$ cat config.mk
export PLATFORM = sky130hd
export DESIGN_NAME = gpio_ctrl
export DESIGN_NICKNAME = d
export VERILOG_FILES = /design/src/design/gpio_pkg.sv /design/src/design/gpio_regs.sv /design/src/design/gpio_input_sync.sv /design/src/design/gpio_irq.sv /design/src/design/gpio_ctrl.sv
export SDC_FILE = /design/constraint.sdc
export NUM_CORES = 1
export LEC_CHECK = 0
export ABC_AREA = 1
export BUFFER_PORTS_ARGS = -buffer_cell sky130_fd_sc_hd__buf_4
export CELL_PAD_IN_SITES_DETAIL_PLACEMENT = 0
export CELL_PAD_IN_SITES_GLOBAL_PLACEMENT = 1
export CORE_MARGIN = 2
export CORE_UTILIZATION = 40
export DETAILED_ROUTE_END_ITERATION = 12
export PLACE_DENSITY_LB_ADDON = 0.1
export RECOVER_POWER = 50
export SLEW_MARGIN = 20
export SYNTH_ARGS = -nofsm -noshare
export SYNTH_HDL_FRONTEND = slang
export SYNTH_SLANG_ARGS = --single-unit
$ cat constraint.sdc
create_clock -name clk -period 6.5 [get_ports clk]
set_clock_uncertainty 0.05 [all_clocks]
set_input_delay 0.975 -clock clk [delete_from_list [all_inputs] [get_ports clk]]
set_output_delay 0.975 -clock clk [all_outputs]
set_load 0.03 [all_outputs]
$ cat src/design/gpio_pkg.sv
//////////////////////////////////////////////////////////////////////
// gpio controller shared definitions
// pin and bus widths, register map and configuration structs
//////////////////////////////////////////////////////////////////////

package gpio_pkg;

    //////////////////////////////////////////////////////////////////////
    // widths
    //////////////////////////////////////////////////////////////////////

    localparam int unsigned GPIO_WIDTH = 16;  // number of pins
    localparam int unsigned ADDR_WIDTH = 3;   // register address bits
    localparam int unsigned BUS_WIDTH  = 32;  // bus data word

    typedef logic [GPIO_WIDTH-1:0] pin_vec_t;   // one bit per pin
    typedef logic [ADDR_WIDTH-1:0] reg_addr_t;  // register address
    typedef logic [BUS_WIDTH-1:0]  bus_data_t;  // pins in low bits, rest zero

    //////////////////////////////////////////////////////////////////////
    // register map
    //////////////////////////////////////////////////////////////////////

    typedef enum reg_addr_t {
        REG_OUT_EN     = 3'd0,  // output enable
        REG_OUT_DATA   = 3'd1,  // output data
        REG_IN_EN      = 3'd2,  // input enable
        REG_IN_DATA    = 3'd3,  // synchronized input, read only
        REG_IRQ_EN     = 3'd4,  // interrupt enable
        REG_IRQ_MODE   = 3'd5,  // 1 = edge, 0 = level
        REG_IRQ_POL    = 3'd6,  // 1 = high / rising
        REG_IRQ_STATUS = 3'd7   // read status, write 1 to clear
    } reg_addr_e;

    //////////////////////////////////////////////////////////////////////
    // grouped signals
    //////////////////////////////////////////////////////////////////////

    // per-pin interrupt configuration, 48 bits
    typedef struct packed {
        pin_vec_t ena;   // source enable
        pin_vec_t mode;  // level or edge
        pin_vec_t pol;   // active level / edge direction
    } irq_cfg_t;

    // bus write strobe with address and data, 36 bits
    typedef struct packed {
        logic      wen;  // write enable
        reg_addr_t wad;  // write address
        bus_data_t wdt;  // write data
    } bus_wr_t;

endpackage

$ cat src/design/gpio_regs.sv
//////////////////////////////////////////////////////////////////////
// gpio register block
// six writable configuration registers, write decode,
// combinational read-back and the interrupt status clear strobe
//////////////////////////////////////////////////////////////////////

`timescale 1ns/1ps

module gpio_regs (
    input  logic                clk,
    input  logic                rst,
    // bus
    input  gpio_pkg::bus_wr_t   bus_wr,      // write strobe, address, data
    input  gpio_pkg::reg_addr_t rad,         // read address
    output gpio_pkg::bus_data_t rdt,         // read data, same cycle
    // pins
    output gpio_pkg::pin_vec_t  gpio_o,      // output data to pads
    output gpio_pkg::pin_vec_t  gpio_e,      // output enable to pads
    // input path
    output gpio_pkg::pin_vec_t  in_en,       // per-pin input enable
    input  gpio_pkg::pin_vec_t  in_data,     // synchronized input
    // interrupt logic
    output gpio_pkg::irq_cfg_t  irq_cfg,     // ena, mode, pol
    output gpio_pkg::pin_vec_t  status_clr,  // one-cycle clear strobe
    input  gpio_pkg::pin_vec_t  status       // interrupt status
);

    //////////////////////////////////////////////////////////////////////
    // registers
    //////////////////////////////////////////////////////////////////////

    gpio_pkg::pin_vec_t out_en_q;    // output enable
    gpio_pkg::pin_vec_t out_data_q;  // output data
    gpio_pkg::pin_vec_t in_en_q;     // input enable
    gpio_pkg::irq_cfg_t irq_cfg_q;   // interrupt config

    gpio_pkg::pin_vec_t wr_pins;     // write data cut to pin width

    assign wr_pins = gpio_pkg::pin_vec_t'(bus_wr.wdt);  // upper bits dropped

    always_ff @(posedge clk or posedge rst) begin
        if (rst) begin
            out_en_q   <= '0;
            out_data_q <= '0;
            in_en_q    <= '0;
            irq_cfg_q  <= '0;
        end else if (bus_wr.wen) begin
            case (gpio_pkg::reg_addr_e'(bus_wr.wad))
                gpio_pkg::REG_OUT_EN:   out_en_q       <= wr_pins;
                gpio_pkg::REG_OUT_DATA: out_data_q     <= wr_pins;
                gpio_pkg::REG_IN_EN:    in_en_q        <= wr_pins;
                gpio_pkg::REG_IRQ_EN:   irq_cfg_q.ena  <= wr_pins;
                gpio_pkg::REG_IRQ_MODE: irq_cfg_q.mode <= wr_pins;
                gpio_pkg::REG_IRQ_POL:  irq_cfg_q.pol  <= wr_pins;
                // input data is read only, status handled by the clear strobe
                default: ;
            endcase
        end
    end

    // straight from the registers
    assign gpio_o  = out_data_q;
    assign gpio_e  = out_en_q;
    assign in_en   = in_en_q;
    assign irq_cfg = irq_cfg_q;

    //////////////////////////////////////////////////////////////////////
    // status clear
    //////////////////////////////////////////////////////////////////////

    // write-1-to-clear, only during the write cycle itself
    always_comb begin
        if (bus_wr.wen && (bus_wr.wad == gpio_pkg::REG_IRQ_STATUS)) begin
            status_clr = wr_pins;
        end else begin
            status_clr = '0;
        end
    end

    //////////////////////////////////////////////////////////////////////
    // read-back
    //////////////////////////////////////////////////////////////////////

    // pure decode of rad, no read strobe
    always_comb begin
        case (gpio_pkg::reg_addr_e'(rad))
            gpio_pkg::REG_OUT_EN:     rdt = gpio_pkg::bus_data_t'(out_en_q);
            gpio_pkg::REG_OUT_DATA:   rdt = gpio_pkg::bus_data_t'(out_data_q);
            gpio_pkg::REG_IN_EN:      rdt = gpio_pkg::bus_data_t'(in_en_q);
            gpio_pkg::REG_IN_DATA:    rdt = gpio_pkg::bus_data_t'(in_data);
            gpio_pkg::REG_IRQ_EN:     rdt = gpio_pkg::bus_data_t'(irq_cfg_q.ena);
            gpio_pkg::REG_IRQ_MODE:   rdt = gpio_pkg::bus_data_t'(irq_cfg_q.mode);
            gpio_pkg::REG_IRQ_POL:    rdt = gpio_pkg::bus_data_t'(irq_cfg_q.pol);
            gpio_pkg::REG_IRQ_STATUS: rdt = gpio_pkg::bus_data_t'(status);
            default:                  rdt = '0;
        endcase
    end

endmodule

$ cat src/design/gpio_input_sync.sv
//////////////////////////////////////////////////////////////////////
// gpio input synchronizer
// SYNC_STAGES flop ranks per pin, gated by input enable,
// or a plain bypass when SYNC_STAGES is 0
//////////////////////////////////////////////////////////////////////

`timescale 1ns/1ps

module gpio_input_sync #(
    parameter int unsigned SYNC_STAGES = 2  // 0 = bypass, else 2 or more
) (
    input  logic               clk,
    input  logic               rst,
    input  gpio_pkg::pin_vec_t gpio_i,   // raw pad inputs
    input  gpio_pkg::pin_vec_t in_en,    // per-pin enable
    output gpio_pkg::pin_vec_t in_data   // synchronized, disabled pins 0
);

    generate
        if (SYNC_STAGES == 0) begin : gen_bypass
            // sync done outside, just gate
            assign in_data = gpio_i & in_en;
        end else if (SYNC_STAGES == 1) begin : gen_bad_depth
            $error("gpio_input_sync: a single synchronizer stage is not supported");
            assign in_data = '0;
        end else begin : gen_sync
            gpio_pkg::pin_vec_t sync_q [SYNC_STAGES];  // rank 0 faces the pads

            for (genvar k = 0; k < SYNC_STAGES; k++) begin : gen_rank
                gpio_pkg::pin_vec_t src;  // rank input

                if (k == 0) begin : gen_first
                    assign src = gpio_i;
                end else begin : gen_next
                    assign src = sync_q[k-1];
                end

                // disabled pins hold, saves toggling
                always_ff @(posedge clk or posedge rst) begin
                    if (rst) begin
                        sync_q[k] <= '0;
                    end else begin
                        sync_q[k] <= (src & in_en) | (sync_q[k] & ~in_en);
                    end
                end
            end

            // held value hidden while disabled
            assign in_data = sync_q[SYNC_STAGES-1] & in_en;
        end
    endgenerate

endmodule

$ cat src/design/gpio_irq.sv
//////////////////////////////////////////////////////////////////////
// gpio interrupt logic
// polarity and enable, edge detect with sticky status,
// level/edge select per pin and the masked irq OR
//////////////////////////////////////////////////////////////////////

`timescale 1ns/1ps

module gpio_irq #(
    parameter gpio_pkg::pin_vec_t IRQ_MASK = '1  // pins with irq hardware
) (
    input  logic               clk,
    input  logic               rst,
    input  gpio_pkg::pin_vec_t in_data,     // synchronized pins
    input  gpio_pkg::irq_cfg_t irq_cfg,     // ena, mode, pol
    input  gpio_pkg::pin_vec_t status_clr,  // write-1-to-clear strobe
    output gpio_pkg::pin_vec_t status,      // per-pin status
    output logic               irq          // single interrupt line
);

    gpio_pkg::pin_vec_t act_val;   // polarity adjusted, enabled
    gpio_pkg::pin_vec_t act_dly;   // previous act_val, edge pins only
    gpio_pkg::pin_vec_t rise;      // 0 -> 1 of act_val
    gpio_pkg::pin_vec_t edge_q;    // sticky edge status
    gpio_pkg::pin_vec_t raw_sts;   // level or edge, before mask

    //////////////////////////////////////////////////////////////////////
    // active value
    //////////////////////////////////////////////////////////////////////

    // pol 0 inverts so low / falling looks like high / rising
    assign act_val = (in_data ^ ~irq_cfg.pol) & irq_cfg.ena;

    //////////////////////////////////////////////////////////////////////
    // edge detection
    //////////////////////////////////////////////////////////////////////

    // level-mode pins never toggle the delay flops
    always_ff @(posedge clk or posedge rst) begin
        if (rst) begin
            act_dly <= '0;
        end else begin
            act_dly <= act_val & irq_cfg.mode;
        end
    end

    assign rise = act_val & ~act_dly & irq_cfg.mode & IRQ_MASK;

    // set beats clear in the same cycle
    always_ff @(posedge clk or posedge rst) begin
        if (rst) begin
            edge_q <= '0;
        end else begin
            edge_q <= (edge_q & ~status_clr) | rise;
        end
    end

    //////////////////////////////////////////////////////////////////////
    // status and irq
    //////////////////////////////////////////////////////////////////////

    // level status is live, edge status latched
    assign raw_sts = (act_val & ~irq_cfg.mode) | (edge_q & irq_cfg.mode);

    assign status = raw_sts & IRQ_MASK;  // unimplemented pins read 0
    assign irq    = |status;

endmodule

$ cat src/design/gpio_ctrl.sv
//////////////////////////////////////////////////////////////////////
// gpio controller top level
// register block beside the input synchronizer and irq logic
//////////////////////////////////////////////////////////////////////

`timescale 1ns/1ps

module gpio_ctrl #(
    parameter int unsigned        SYNC_STAGES = 2,   // 0 = bypass
    parameter gpio_pkg::pin_vec_t IRQ_MASK    = '1   // pins with irq hardware
) (
    input  logic                clk,
    input  logic                rst,
    // bus
    input  gpio_pkg::bus_wr_t   bus_wr,  // write port
    input  gpio_pkg::reg_addr_t rad,     // read address
    output gpio_pkg::bus_data_t rdt,     // read data
    // pads
    output gpio_pkg::pin_vec_t  gpio_o,  // output data
    output gpio_pkg::pin_vec_t  gpio_e,  // output enable
    input  gpio_pkg::pin_vec_t  gpio_i,  // pad inputs
    // interrupt
    output logic                irq
);

    gpio_pkg::pin_vec_t in_en;       // input enable
    gpio_pkg::pin_vec_t in_data;     // synchronized inputs
    gpio_pkg::irq_cfg_t irq_cfg;     // interrupt configuration
    gpio_pkg::pin_vec_t status_clr;  // status clear strobe
    gpio_pkg::pin_vec_t status;      // interrupt status

    //////////////////////////////////////////////////////////////////////
    // register block
    //////////////////////////////////////////////////////////////////////

    gpio_regs u_regs (
        .clk        (clk),
        .rst        (rst),
        .bus_wr     (bus_wr),
        .rad        (rad),
        .rdt        (rdt),
        .gpio_o     (gpio_o),
        .gpio_e     (gpio_e),
        .in_en      (in_en),
        .irq_cfg    (irq_cfg),
        .status_clr (status_clr),
        .in_data    (in_data),
        .status     (status)
    );

    //////////////////////////////////////////////////////////////////////
    // pin inputs and interrupts
    //////////////////////////////////////////////////////////////////////

    gpio_input_sync #(
        .SYNC_STAGES (SYNC_STAGES)
    ) u_input_sync (
        .clk     (clk),
        .rst     (rst),
        .gpio_i  (gpio_i),
        .in_en   (in_en),
        .in_data (in_data)
    );

    gpio_irq #(
        .IRQ_MASK (IRQ_MASK)
    ) u_irq (
        .clk        (clk),
        .rst        (rst),
        .in_data    (in_data),
        .irq_cfg    (irq_cfg),
        .status_clr (status_clr),
        .status     (status),
        .irq        (irq)
    );

endmodule

==> flow_summary.ini, run 1 <==
[final_layout]
antennaDiodeCount = 0
syn_to_final_growth_pct = 17.9
instances_no_fill = 1215
seq_area_um2 = 4000
layout-drive-gt1-share = 0.134
multi_input_area_um2 = 2910
nFillCells = 1806
fin_nets = 1033

[timing]
timing.fmax_mhz = 252
tightest_slew_ns = 3.87
slew_headroom = -1.59
final_hold_viol_count = 0
setup_tns_ns = 0
fin_crit_sh = 0.611
rsz0062_at_grt = no
setup_viol = 0
maxSlewViolCount = 187
layout_min_cycle_time_ns = 3.97

[synthesis]
postSynthAreaPerCell_um2 = 8.20
synth_mux_area_frac = 0
async_reset_ff_frac = 1.00
ys_ff_latch = 160
synth_xor_area_frac = 0
ys.flop_type = dfrtp_1
synth_area_um2 = 7410
synthCells = 904
synth-adder-area-share = 0
synthSimpleGateAreaFrac = 0.254
yosysMostFrequentCell = nand2_1
synth-compound-area-share = 0.130
synth_edf_count = 0
synthDistinctLibCells = 23
synth_area_leaders = dfrtp_1 54%, nand2_1 15%, o21ai_0 9.6%
yosysSeqAreaShare = 0.540
synth_top_cells_by_count = 287 x nand2_1, 160 x dfrtp_1, 142 x o21ai_0
yosys_warnings = 0
yosysTopAreaCell = dfrtp_1
post-synth-top-area-fraction = 0.540
synth_top_family_by_area = simple AND/OR/NAND/NOR gates

[critical_path]
crit_chain = clkbuf_4 -> clkinvlp_2 -> buf_4
worstPathRequired_ns = 6.87
slowest_stage = clkinvlp_2
r2r_cells = 4
worstSetupPathType = primary input to async pin
critPathLaunch = rst
crit_buf_inv = 3
max_stage_delay_ns = 2.15
crit_family = buffers and inverters
r2r-start = u_regs.in_en[1]
cp.arrival_ns = 4.34
endpoint_kind = async pin
r2r_slack_ns = 5.37
critPathMaxFanout = 87
reg2reg_to = u_irq.edge_q[1]
startpoint_type = primary input

[global_routing]
globalRoute.totalOverflow = 0
grt_pass1_wl_um = 31400
grt_max_degree = 88
grt_pass1_vias = 5810
grt_usage = 0.206
antenna_found_initial = 0

[clock_network]
hold_buffers = 0
cts_setup_buffers = 0
cts_root_buf = clkbuf_16
clock_latency_ns = 0.43
post_cts_resized = 0
clock_sinks = 160
cts_tree = done
htreeDepth = 4
clock_path_buffers = 2
cts.clk_slew.worst_paths_ns = 0.06
cts_buffers = 17

[floorplan]
num_rows = 49
dieWidth_um = 140
fp.dieH_um = 140
fp.dieArea_um2 = 19600
start_util = 0.410
io_pins = 122
core_area_um2 = 18100

[run_status]
violations = DRC, capacitance limit, slew limit
status = finished with violations

[detailed_routing]
drtPass1Iterations = 8
detail-route-antenna-nets = 0
drc = 7
wl_per_cell_um = 16.0
finalWirelength_um = 19500
via_per_inst = 5.01
dr_total_vias = 6089
drtIter0Drc = 419

[pwr]
max-vdd-ir-drop_mv = 0.202
leakagePower_nw = 4.18
power.density_nw_per_um2 = 367

[placed_design]
place.gp.congestion = 0.793
io_buffers = 89
dp.cells = 1186
hpwl_um = 12000

[flow_run]
maxCapViolations = 4

[hold_path]
whs_endpoint = u_irq.edge_q[14]
hold_path_depth = 1
min_from = u_irq.act_dly[14]
hp-class = flip-flop to flip-flop
==> power by group <==
| part | internal (mW) | leakage [nW] | switching, mW |
|---|---|---|---|
| sequential | 1.24 | 1.98 | 0.202 |
| combinational | 0.276 | 1.92 | 0.470 |
| clock | 0.626 | 0.291 | 0.384 |
| total | 2.15 | 4.18 | 1.06 |
==> metrics by stage <==
| stage | instance area, um2 | hold slack (ns) | setup WS [ns] | utilization | total power, mW |
|---|---|---|---|---|---|
| after floorplan | 7470 | 0.358 | 1.16 | - | 1.96 |
| after global placement | 8180 | 0.361 | 2.48 | 0.452 | 2.20 |
| after detailed placement | 8180 | 0.368 | 2.45 | 0.452 | 2.21 |
| after CTS | 8760 | 0.373 | 2.45 | 0.484 | 3.24 |
| after global routing | 8730 | 0.387 | 1.80 | 0.483 | 3.40 |
| final | 8730 | 0.367 | 2.53 | 0.483 | 3.20 |
==> logic make-up after synthesis <==
logic type / Yosys count
simple gates: 437
other cells: 1
flops: 160
compound gates: 181
buf+inv: 125
==> cell usage in the layout (no fill, tap or decap) <==
cell	n
nand2_1	286
dfrtp_1	160
o21ai_0	142
buf_4	73
inv_1	63
nor2_1	62
nand3_1	43
nand4_1	27
clkbuf_16	17
o31ai_1	16
a21oi_1	16
conb_1	16
clkbuf_4	16
clkbuf_1	9
nand3b_1	7
nor3_4	6
a22o_1	4
clkinv_2	4
nand2_2	3
o21ai_1	3
clkbuf_8	3
bufinv_16	3
inv_2	2
nand3_2	2
inv_4	1
nor3_2	1
clkinvlp_2	1
==> cell type report <==
type | instances | area share
Sequential cell | 160 | 0.458
Inverter | 67 | 0.0292
Multi-Input combinational cell | 634 | 0.333
Clock buffer | 22 | 0.0543
Timing Repair Buffer | 96 | 0.0795
Tap cell | 229 | 0.0328
Clock inverter | 7 | 0.0126
==> worst register-to-register path, delay by kind of cell (launching register included) <==
kind | cells | cell delay (ns)
compound gates | 1 | 0.22
flops | 1 | 0.49
simple gates | 3 | 0.27
==> worst max path at each step <==
stage | to | slack [ns] | cells past startpoint
detailed placement | rdt[12] | 2.45 | 9
global route | u_regs.irq_cfg[21] | 1.80 | 3
floorplan | async pin | 1.16 | 1
CTS | rdt[12] | 2.45 | 9
global placement | rdt[12] | 2.48 | 9
finish | u_irq.edge_q[2] | 2.53 | 3
==> per-layer routing <==
layer / up-vias / GRT usage / part of all wire
met2: 103 / 0.344 / 0.48
met4: 0 / 0.0521 / 0.012
met5: - / 0 / 0
met1: 2893 / 0.278 / 0.48
met3: 20 / 0.0421 / 0.032
li1: 3073 / - / -
(Power assumes the default switching activity.)
==> inputs of run 2 (changes only) <==
Clock period 6.5 ns to 3.75 ns, I/O delays scaled along.
==> flow_summary.ini, run 2 (synthesis results as in run 1) <==
[final_layout]
final_cell_mix = 286 x nand2_1, 160 x dfrtp_1, 142 x o21ai_0
instances_no_fill = 1225
final_cell_area_um2 = 8780
antennaDiodeCount = 0
nFillCells = 1773
fin_nets = 1040
syn_to_final_growth_pct = 18.5
final_common_cell = nand2_1
layout-drive-gt1-share = 0.146

[timing]
timing.fmax_mhz = 378
setup_viol = 0
setup_tns_ns = 0
tightest_slew_ns = 2.25
holdWs_ns = 0.293
fin_crit_sh = 0.706
slew_headroom = -0.500
maxSlewViolCount = 293
rsz0062_at_grt = no
final_hold_viol_count = 0
layout_min_cycle_time_ns = 2.65

[detailed_routing]
detail-route-antenna-nets = 0
dr_total_vias = 6057
wl_per_cell_um = 15.8
drtPass1Iterations = 11
drc = 5
via_per_inst = 4.94
drtIter0Drc = 480
finalWirelength_um = 19400

[critical_path]
r2r-start = u_regs.in_en[9]
worstSetupPathType = primary input to primary output
crit_chain = buf_4 -> inv_4 -> nor3_4 -> buf_4 -> nand2_1 -> nand4_1 -> nor2_1 -> nand3_1 -> buf_4
reg2reg_to = u_irq.edge_q[9]
startpoint_type = primary input
r2r_cells = 4
endpoint_kind = primary output
cp_common_cell = buf_4
r2r_slack_ns = 2.62
worstPathRequired_ns = 3.14
critPathMaxFanout = 10
max_stage_delay_ns = 0.41
cp.arrival_ns = 2.03
slowest_stage = nor3_4

[clock_network]
htreeDepth = 4
hold_buffers = 0
cts_setup_buffers = 0
clock_sinks = 160
cts_buffers = 17
clock_latency_ns = 0.42
cts.clk_slew.worst_paths_ns = 0.06
post_cts_resized = 0
cts_root_buf = clkbuf_16
clock_path_buffers = 2
cts_tree = done

[floorplan]
dieWidth_um = 140
fp.dieArea_um2 = 19600
fp.dieH_um = 140
io_pins = 122
num_rows = 49
core_area_um2 = 18100
start_util = 0.410

[pwr]
p_switching_mw = 1.85
leakagePower_nw = 4.21
p_seq_frac = 0.458
pwr-share-clk = 0.306
power_switching_share = 0.339
p_comb_frac = 0.237
internal_power_mw = 3.62
power.density_nw_per_um2 = 623
finalPower_mw = 5.47
max-vdd-ir-drop_mv = 0.352

[global_routing]
grt_pass1_vias = 5827
globalRoute.totalOverflow = 0
grt_pass1_wl_um = 31200
grt_usage = 0.205
grt_max_degree = 161
antenna_found_initial = 0

[flow_run]
maxCapViolations = 5

[hold_path]
min_from = gpio_i[8]
hold_path_depth = 3
hp-class = primary input to flip-flop

[run_status]
status = finished with violations
violations = DRC, capacitance limit, slew limit

[placed_design]
postPlaceCellArea_um2 = 8240
hpwl_um = 12200
place.gp.congestion = 0.819
io_buffers = 89
dp.cells = 1193
==> run 2: cell types whose count changed in the layout (fill, tap and decap cells not counted) <==
cell        previous run  this run
clkbuf_1               9         6
clkinvlp_4             0         4
bufinv_16              3         1
clkbuf_4              16         3
clkinv_2               4         5
clkbuf_8               3         4
buf_4                 73        95
==> run 2: how the worst max path moves through the flow <==
stage	from	endpoint	slack, ns
6_report	rad[1]	rdt[12]	1.10
4_1_cts	rad[1]	rdt[12]	1.08
5_1_grt	rst	u_regs.gpio_o[5]	0.95
3_5_place_dp	rad[1]	rdt[12]	1.08
3_3_place_gp	rad[1]	rdt[12]	1.06
2_1_floorplan	rst	async pin	1.11
==> run 2: final cells by class <==
| class | instances | area (um2) | share of cell area |
|---|---|---|---|
| clock buffers | 22 | 484 | 0.0552 |
| inverters | 67 | 255 | 0.0291 |
| well taps | 229 | 287 | 0.0326 |
| repair buffers | 103 | 754 | 0.0859 |
| multi-input cells | 634 | 2910 | 0.331 |
| flip-flops and latches | 160 | 4000 | 0.456 |
| clock inverters | 10 | 85.1 | 0.00969 |
==> run 2: worst max-delay path: cells and delay by family <==
kind / cells / cell delay (ns)
buffers and inverters: 4 / 0.74
AND/OR/NAND/NOR: 5 / 0.72
==> run 2: layer usage <==
layer  global-route usage  vias to the layer above  wire [um]
li1                     -                     3089          -
met1                0.274                     2834       9140
met2                0.344                      106       9330
met3               0.0325                       28        607
met4               0.0649                        0        325
met5                    0                        -          0
==> run 2: through the flow <==
stage | utilization | setup WS [ns]
floorplan | - | 1.11
finish | 0.485 | 1.10
global route | 0.485 | 0.947
detailed placement | 0.456 | 1.08
global placement | 0.456 | 1.06
CTS | 0.487 | 1.08
==> run 2: power groups by stage <==
stage / sequential, mW / clock, mW / combinational (mW)
finish: 2.50 / 1.67 / 1.30
global route: 2.57 / 1.77 / 1.47
CTS: 2.50 / 1.71 / 1.32
detailed placement: 2.52 / 0 / 1.31
global placement: 2.52 / 0 / 1.30
floorplan: 2.53 / 0 / 0.868
==> inputs of run 3 (changes only) <==
Settings changed: ABC_AREA 1 to 0.
Clock period 3.75 ns to 2.7 ns, I/O delays scaled along.
==> flow_summary.ini, run 3 <==
[detailed_routing]
detail-route-antenna-nets = 0
routed-wl-met3_um = 723
via_per_inst = 5.36
finalWirelength_um = 20600
drtIter0Drc = 328
dr_total_vias = 5654
drtPass1Iterations = 6
drc = 0
wl_per_cell_um = 19.6
dr_wl_met2_um = 10100
wl_met1_um = 9540
highest_layer = met4

[timing]
fin_crit_sh = 0.959
setup_viol = 0
setup_tns_ns = 0
maxSlewViolCount = 162
rsz0062_at_grt = yes
slew_headroom = -0.441
final_hold_viol_count = 0
tightest_slew_ns = 2.16
timing.fmax_mhz = 386
layout_min_cycle_time_ns = 2.59
fin_ws_ns = 0.111

[critical_path]
slowest_stage = dfrtp_1
endpoint_kind = primary output
cp_common_cell = buf_4
startpoint_type = flip-flop
r2r-start = u_regs.in_en[14]
worstSetupPathType = flip-flop to primary output
cp.arrival_ns = 2.13
crit_family = simple AND/OR/NAND/NOR gates
crit_chain = and3b_1 -> o41ai_1 -> buf_4 -> nor4_2 -> nand4_1 -> buf_4
max_stage_delay_ns = 0.44
worstPathRequired_ns = 2.25
crit_buf_inv = 2
critPathLaunch = u_regs.in_en[6]
critPathMaxFanout = 6

[final_layout]
nFillCells = 1769
final_common_cell = dfrtp_1
instances_no_fill = 1054
layout-drive-gt1-share = 0.369
syn_to_final_growth_pct = 23.2
fin_nets = 833
final_cell_mix = 160 x dfrtp_1, 118 x buf_4, 102 x mux2_2
antennaDiodeCount = 0

[synthesis]
postSynthAreaPerCell_um2 = 11.8
synthDistinctLibCells = 51
yosys_warnings = 0
synth_edf_count = 0
synth_xor_area_frac = 0
async_reset_ff_frac = 1.00
post-synth-top-area-fraction = 0.511
yosysTopAreaCell = dfrtp_1
synth_top_family_by_area = multiplexers
synthCells = 662
synth-compound-area-share = 0.123
synth_top_cells_by_count = 160 x dfrtp_1, 102 x mux2_2, 71 x nand2_1
ys_ff_latch = 160
yosysSeqAreaShare = 0.511
ys.flop_type = dfrtp_1
synth_area_leaders = dfrtp_1 51%, mux2_2 15%, nand2_1 3.4%
yosysMostFrequentCell = dfrtp_1
synthSimpleGateAreaFrac = 0.117
synth-adder-area-share = 0
synth_area_um2 = 7840
synth_mux_area_frac = 0.193

[clock_network]
cts_tree = done
cts.clk_slew.worst_paths_ns = 0.06
cts_buffers = 17
clock_latency_ns = 0.42
cts_root_buf = clkbuf_16
htreeDepth = 4
clock_path_buffers = 2
clock_sinks = 160

[hold_path]
min_from = gpio_i[10]
hp-class = primary input to flip-flop

[pwr]
max-vdd-ir-drop_mv = 0.465
power.density_nw_per_um2 = 931
leakagePower_nw = 4.35

[floorplan]
num_rows = 51
core_area_um2 = 19300
fp.dieH_um = 144
dieWidth_um = 144
fp.dieArea_um2 = 20700
io_pins = 122
start_util = 0.405

[run_status]
status = finished with violations
violations = capacitance limit, slew limit

[global_routing]
globalRoute.totalOverflow = 0
grt_usage = 0.207
grt_max_degree = 120
grt_pass1_vias = 5796
antenna_found_initial = 0
grt_pass1_wl_um = 32200

[placed_design]
dp_slack_ns = 0.301
hpwl_um = 13900
io_buffers = 89
dp.cells = 1022
place.gp.congestion = 0.801

[flow_run]
maxCapViolations = 2
[run 3: changes by cell type after synthesis, moves of 17 or more]
cell	change
and3b_1	+17
clkbuf_1	-30
inv_1	-28
mux2_2	+102
mux2i_1	+21
nand2_1	-216
nand3_1	-39
nand4_1	-26
nor2_1	-38
o21ai_0	-118
[run 3: timing repair]
item / in CTS / in global routing
setup endpoints to repair: 4 / 5
gates resized for setup: 4 / 15
pin swaps: 0 / 1
setup buffers: 0 / 0
hold buffers: 0 / 0
[run 3: worst paths after layout]
| check | end | slack [ns] | depth (start not counted) |
|---|---|---|---|
| hold reg to reg | u_irq.edge_q[0] | 0.45 | 1 |
| min in group asynchronous | async pin | 0.55 | 3 |
| setup reg to reg | u_irq.edge_q[14] | 1.24 | 3 |
| hold / removal | flip-flop | 0.16 | 2 |
| max in group asynchronous | async pin | 0.60 | 3 |
| setup / recovery | irq | 0.11 | 6 |
[run 3: metrics by stage]
stage | cell area, um2 | utilization | total power, mW | hold slack, ns
final | 9660 | 0.499 | 8.99 | 0.161
after global placement | 8870 | 0.459 | 5.92 | 0.435
after detailed placement | 8870 | 0.459 | 6.01 | 0.433
after global routing | 9660 | 0.499 | 9.44 | 0.157
after floorplan | 7900 | - | 5.16 | 0.416
after CTS | 9630 | 0.498 | 9.01 | 0.131
[run 3: kinds of logic (layout without fill, tap and decap cells)]
| group | count (synthesis) | in the layout |
|---|---|---|
| buf+inv | 81 | 193 |
| other cells | 1 | 16 |
| simple gates | 162 | 162 |
| flops | 160 | 160 |
| compound gates | 125 | 125 |
| mux | 133 | 133 |
[run 3: power by group]
part           switching, mW  leakage (nW)  internal (mW)
Sequential             0.565          1.92           3.07
Combinational           1.21          2.08           1.19
Clock                   1.01         0.350           1.95
[run 3: cell type report]
cell class | count | area (um2) | share of cell area
flip-flops and latches | 160 | 4000 | 0.415
multi-input cells | 436 | 3520 | 0.365
repair buffers | 122 | 925 | 0.0958
clock buffers | 18 | 439 | 0.0455
well taps | 265 | 332 | 0.0343
clock inverters | 14 | 284 | 0.0294
inverters | 39 | 148 | 0.0153
[run 3: worst reg2reg max path, delay by kind of cell, from the launching register on]
family             cells  cell delay [ns]
and+or+nand+nor        2             0.68
AOI/OAI and AO/OA      1             0.22
DFF                    1             0.45
[run 3: metal layers]
metal,track usage,vias up
li1,-,2609
met1,0.275,2886
met2,0.345,138
met3,0.0357,21
met4,0.0635,0
met5,0,-
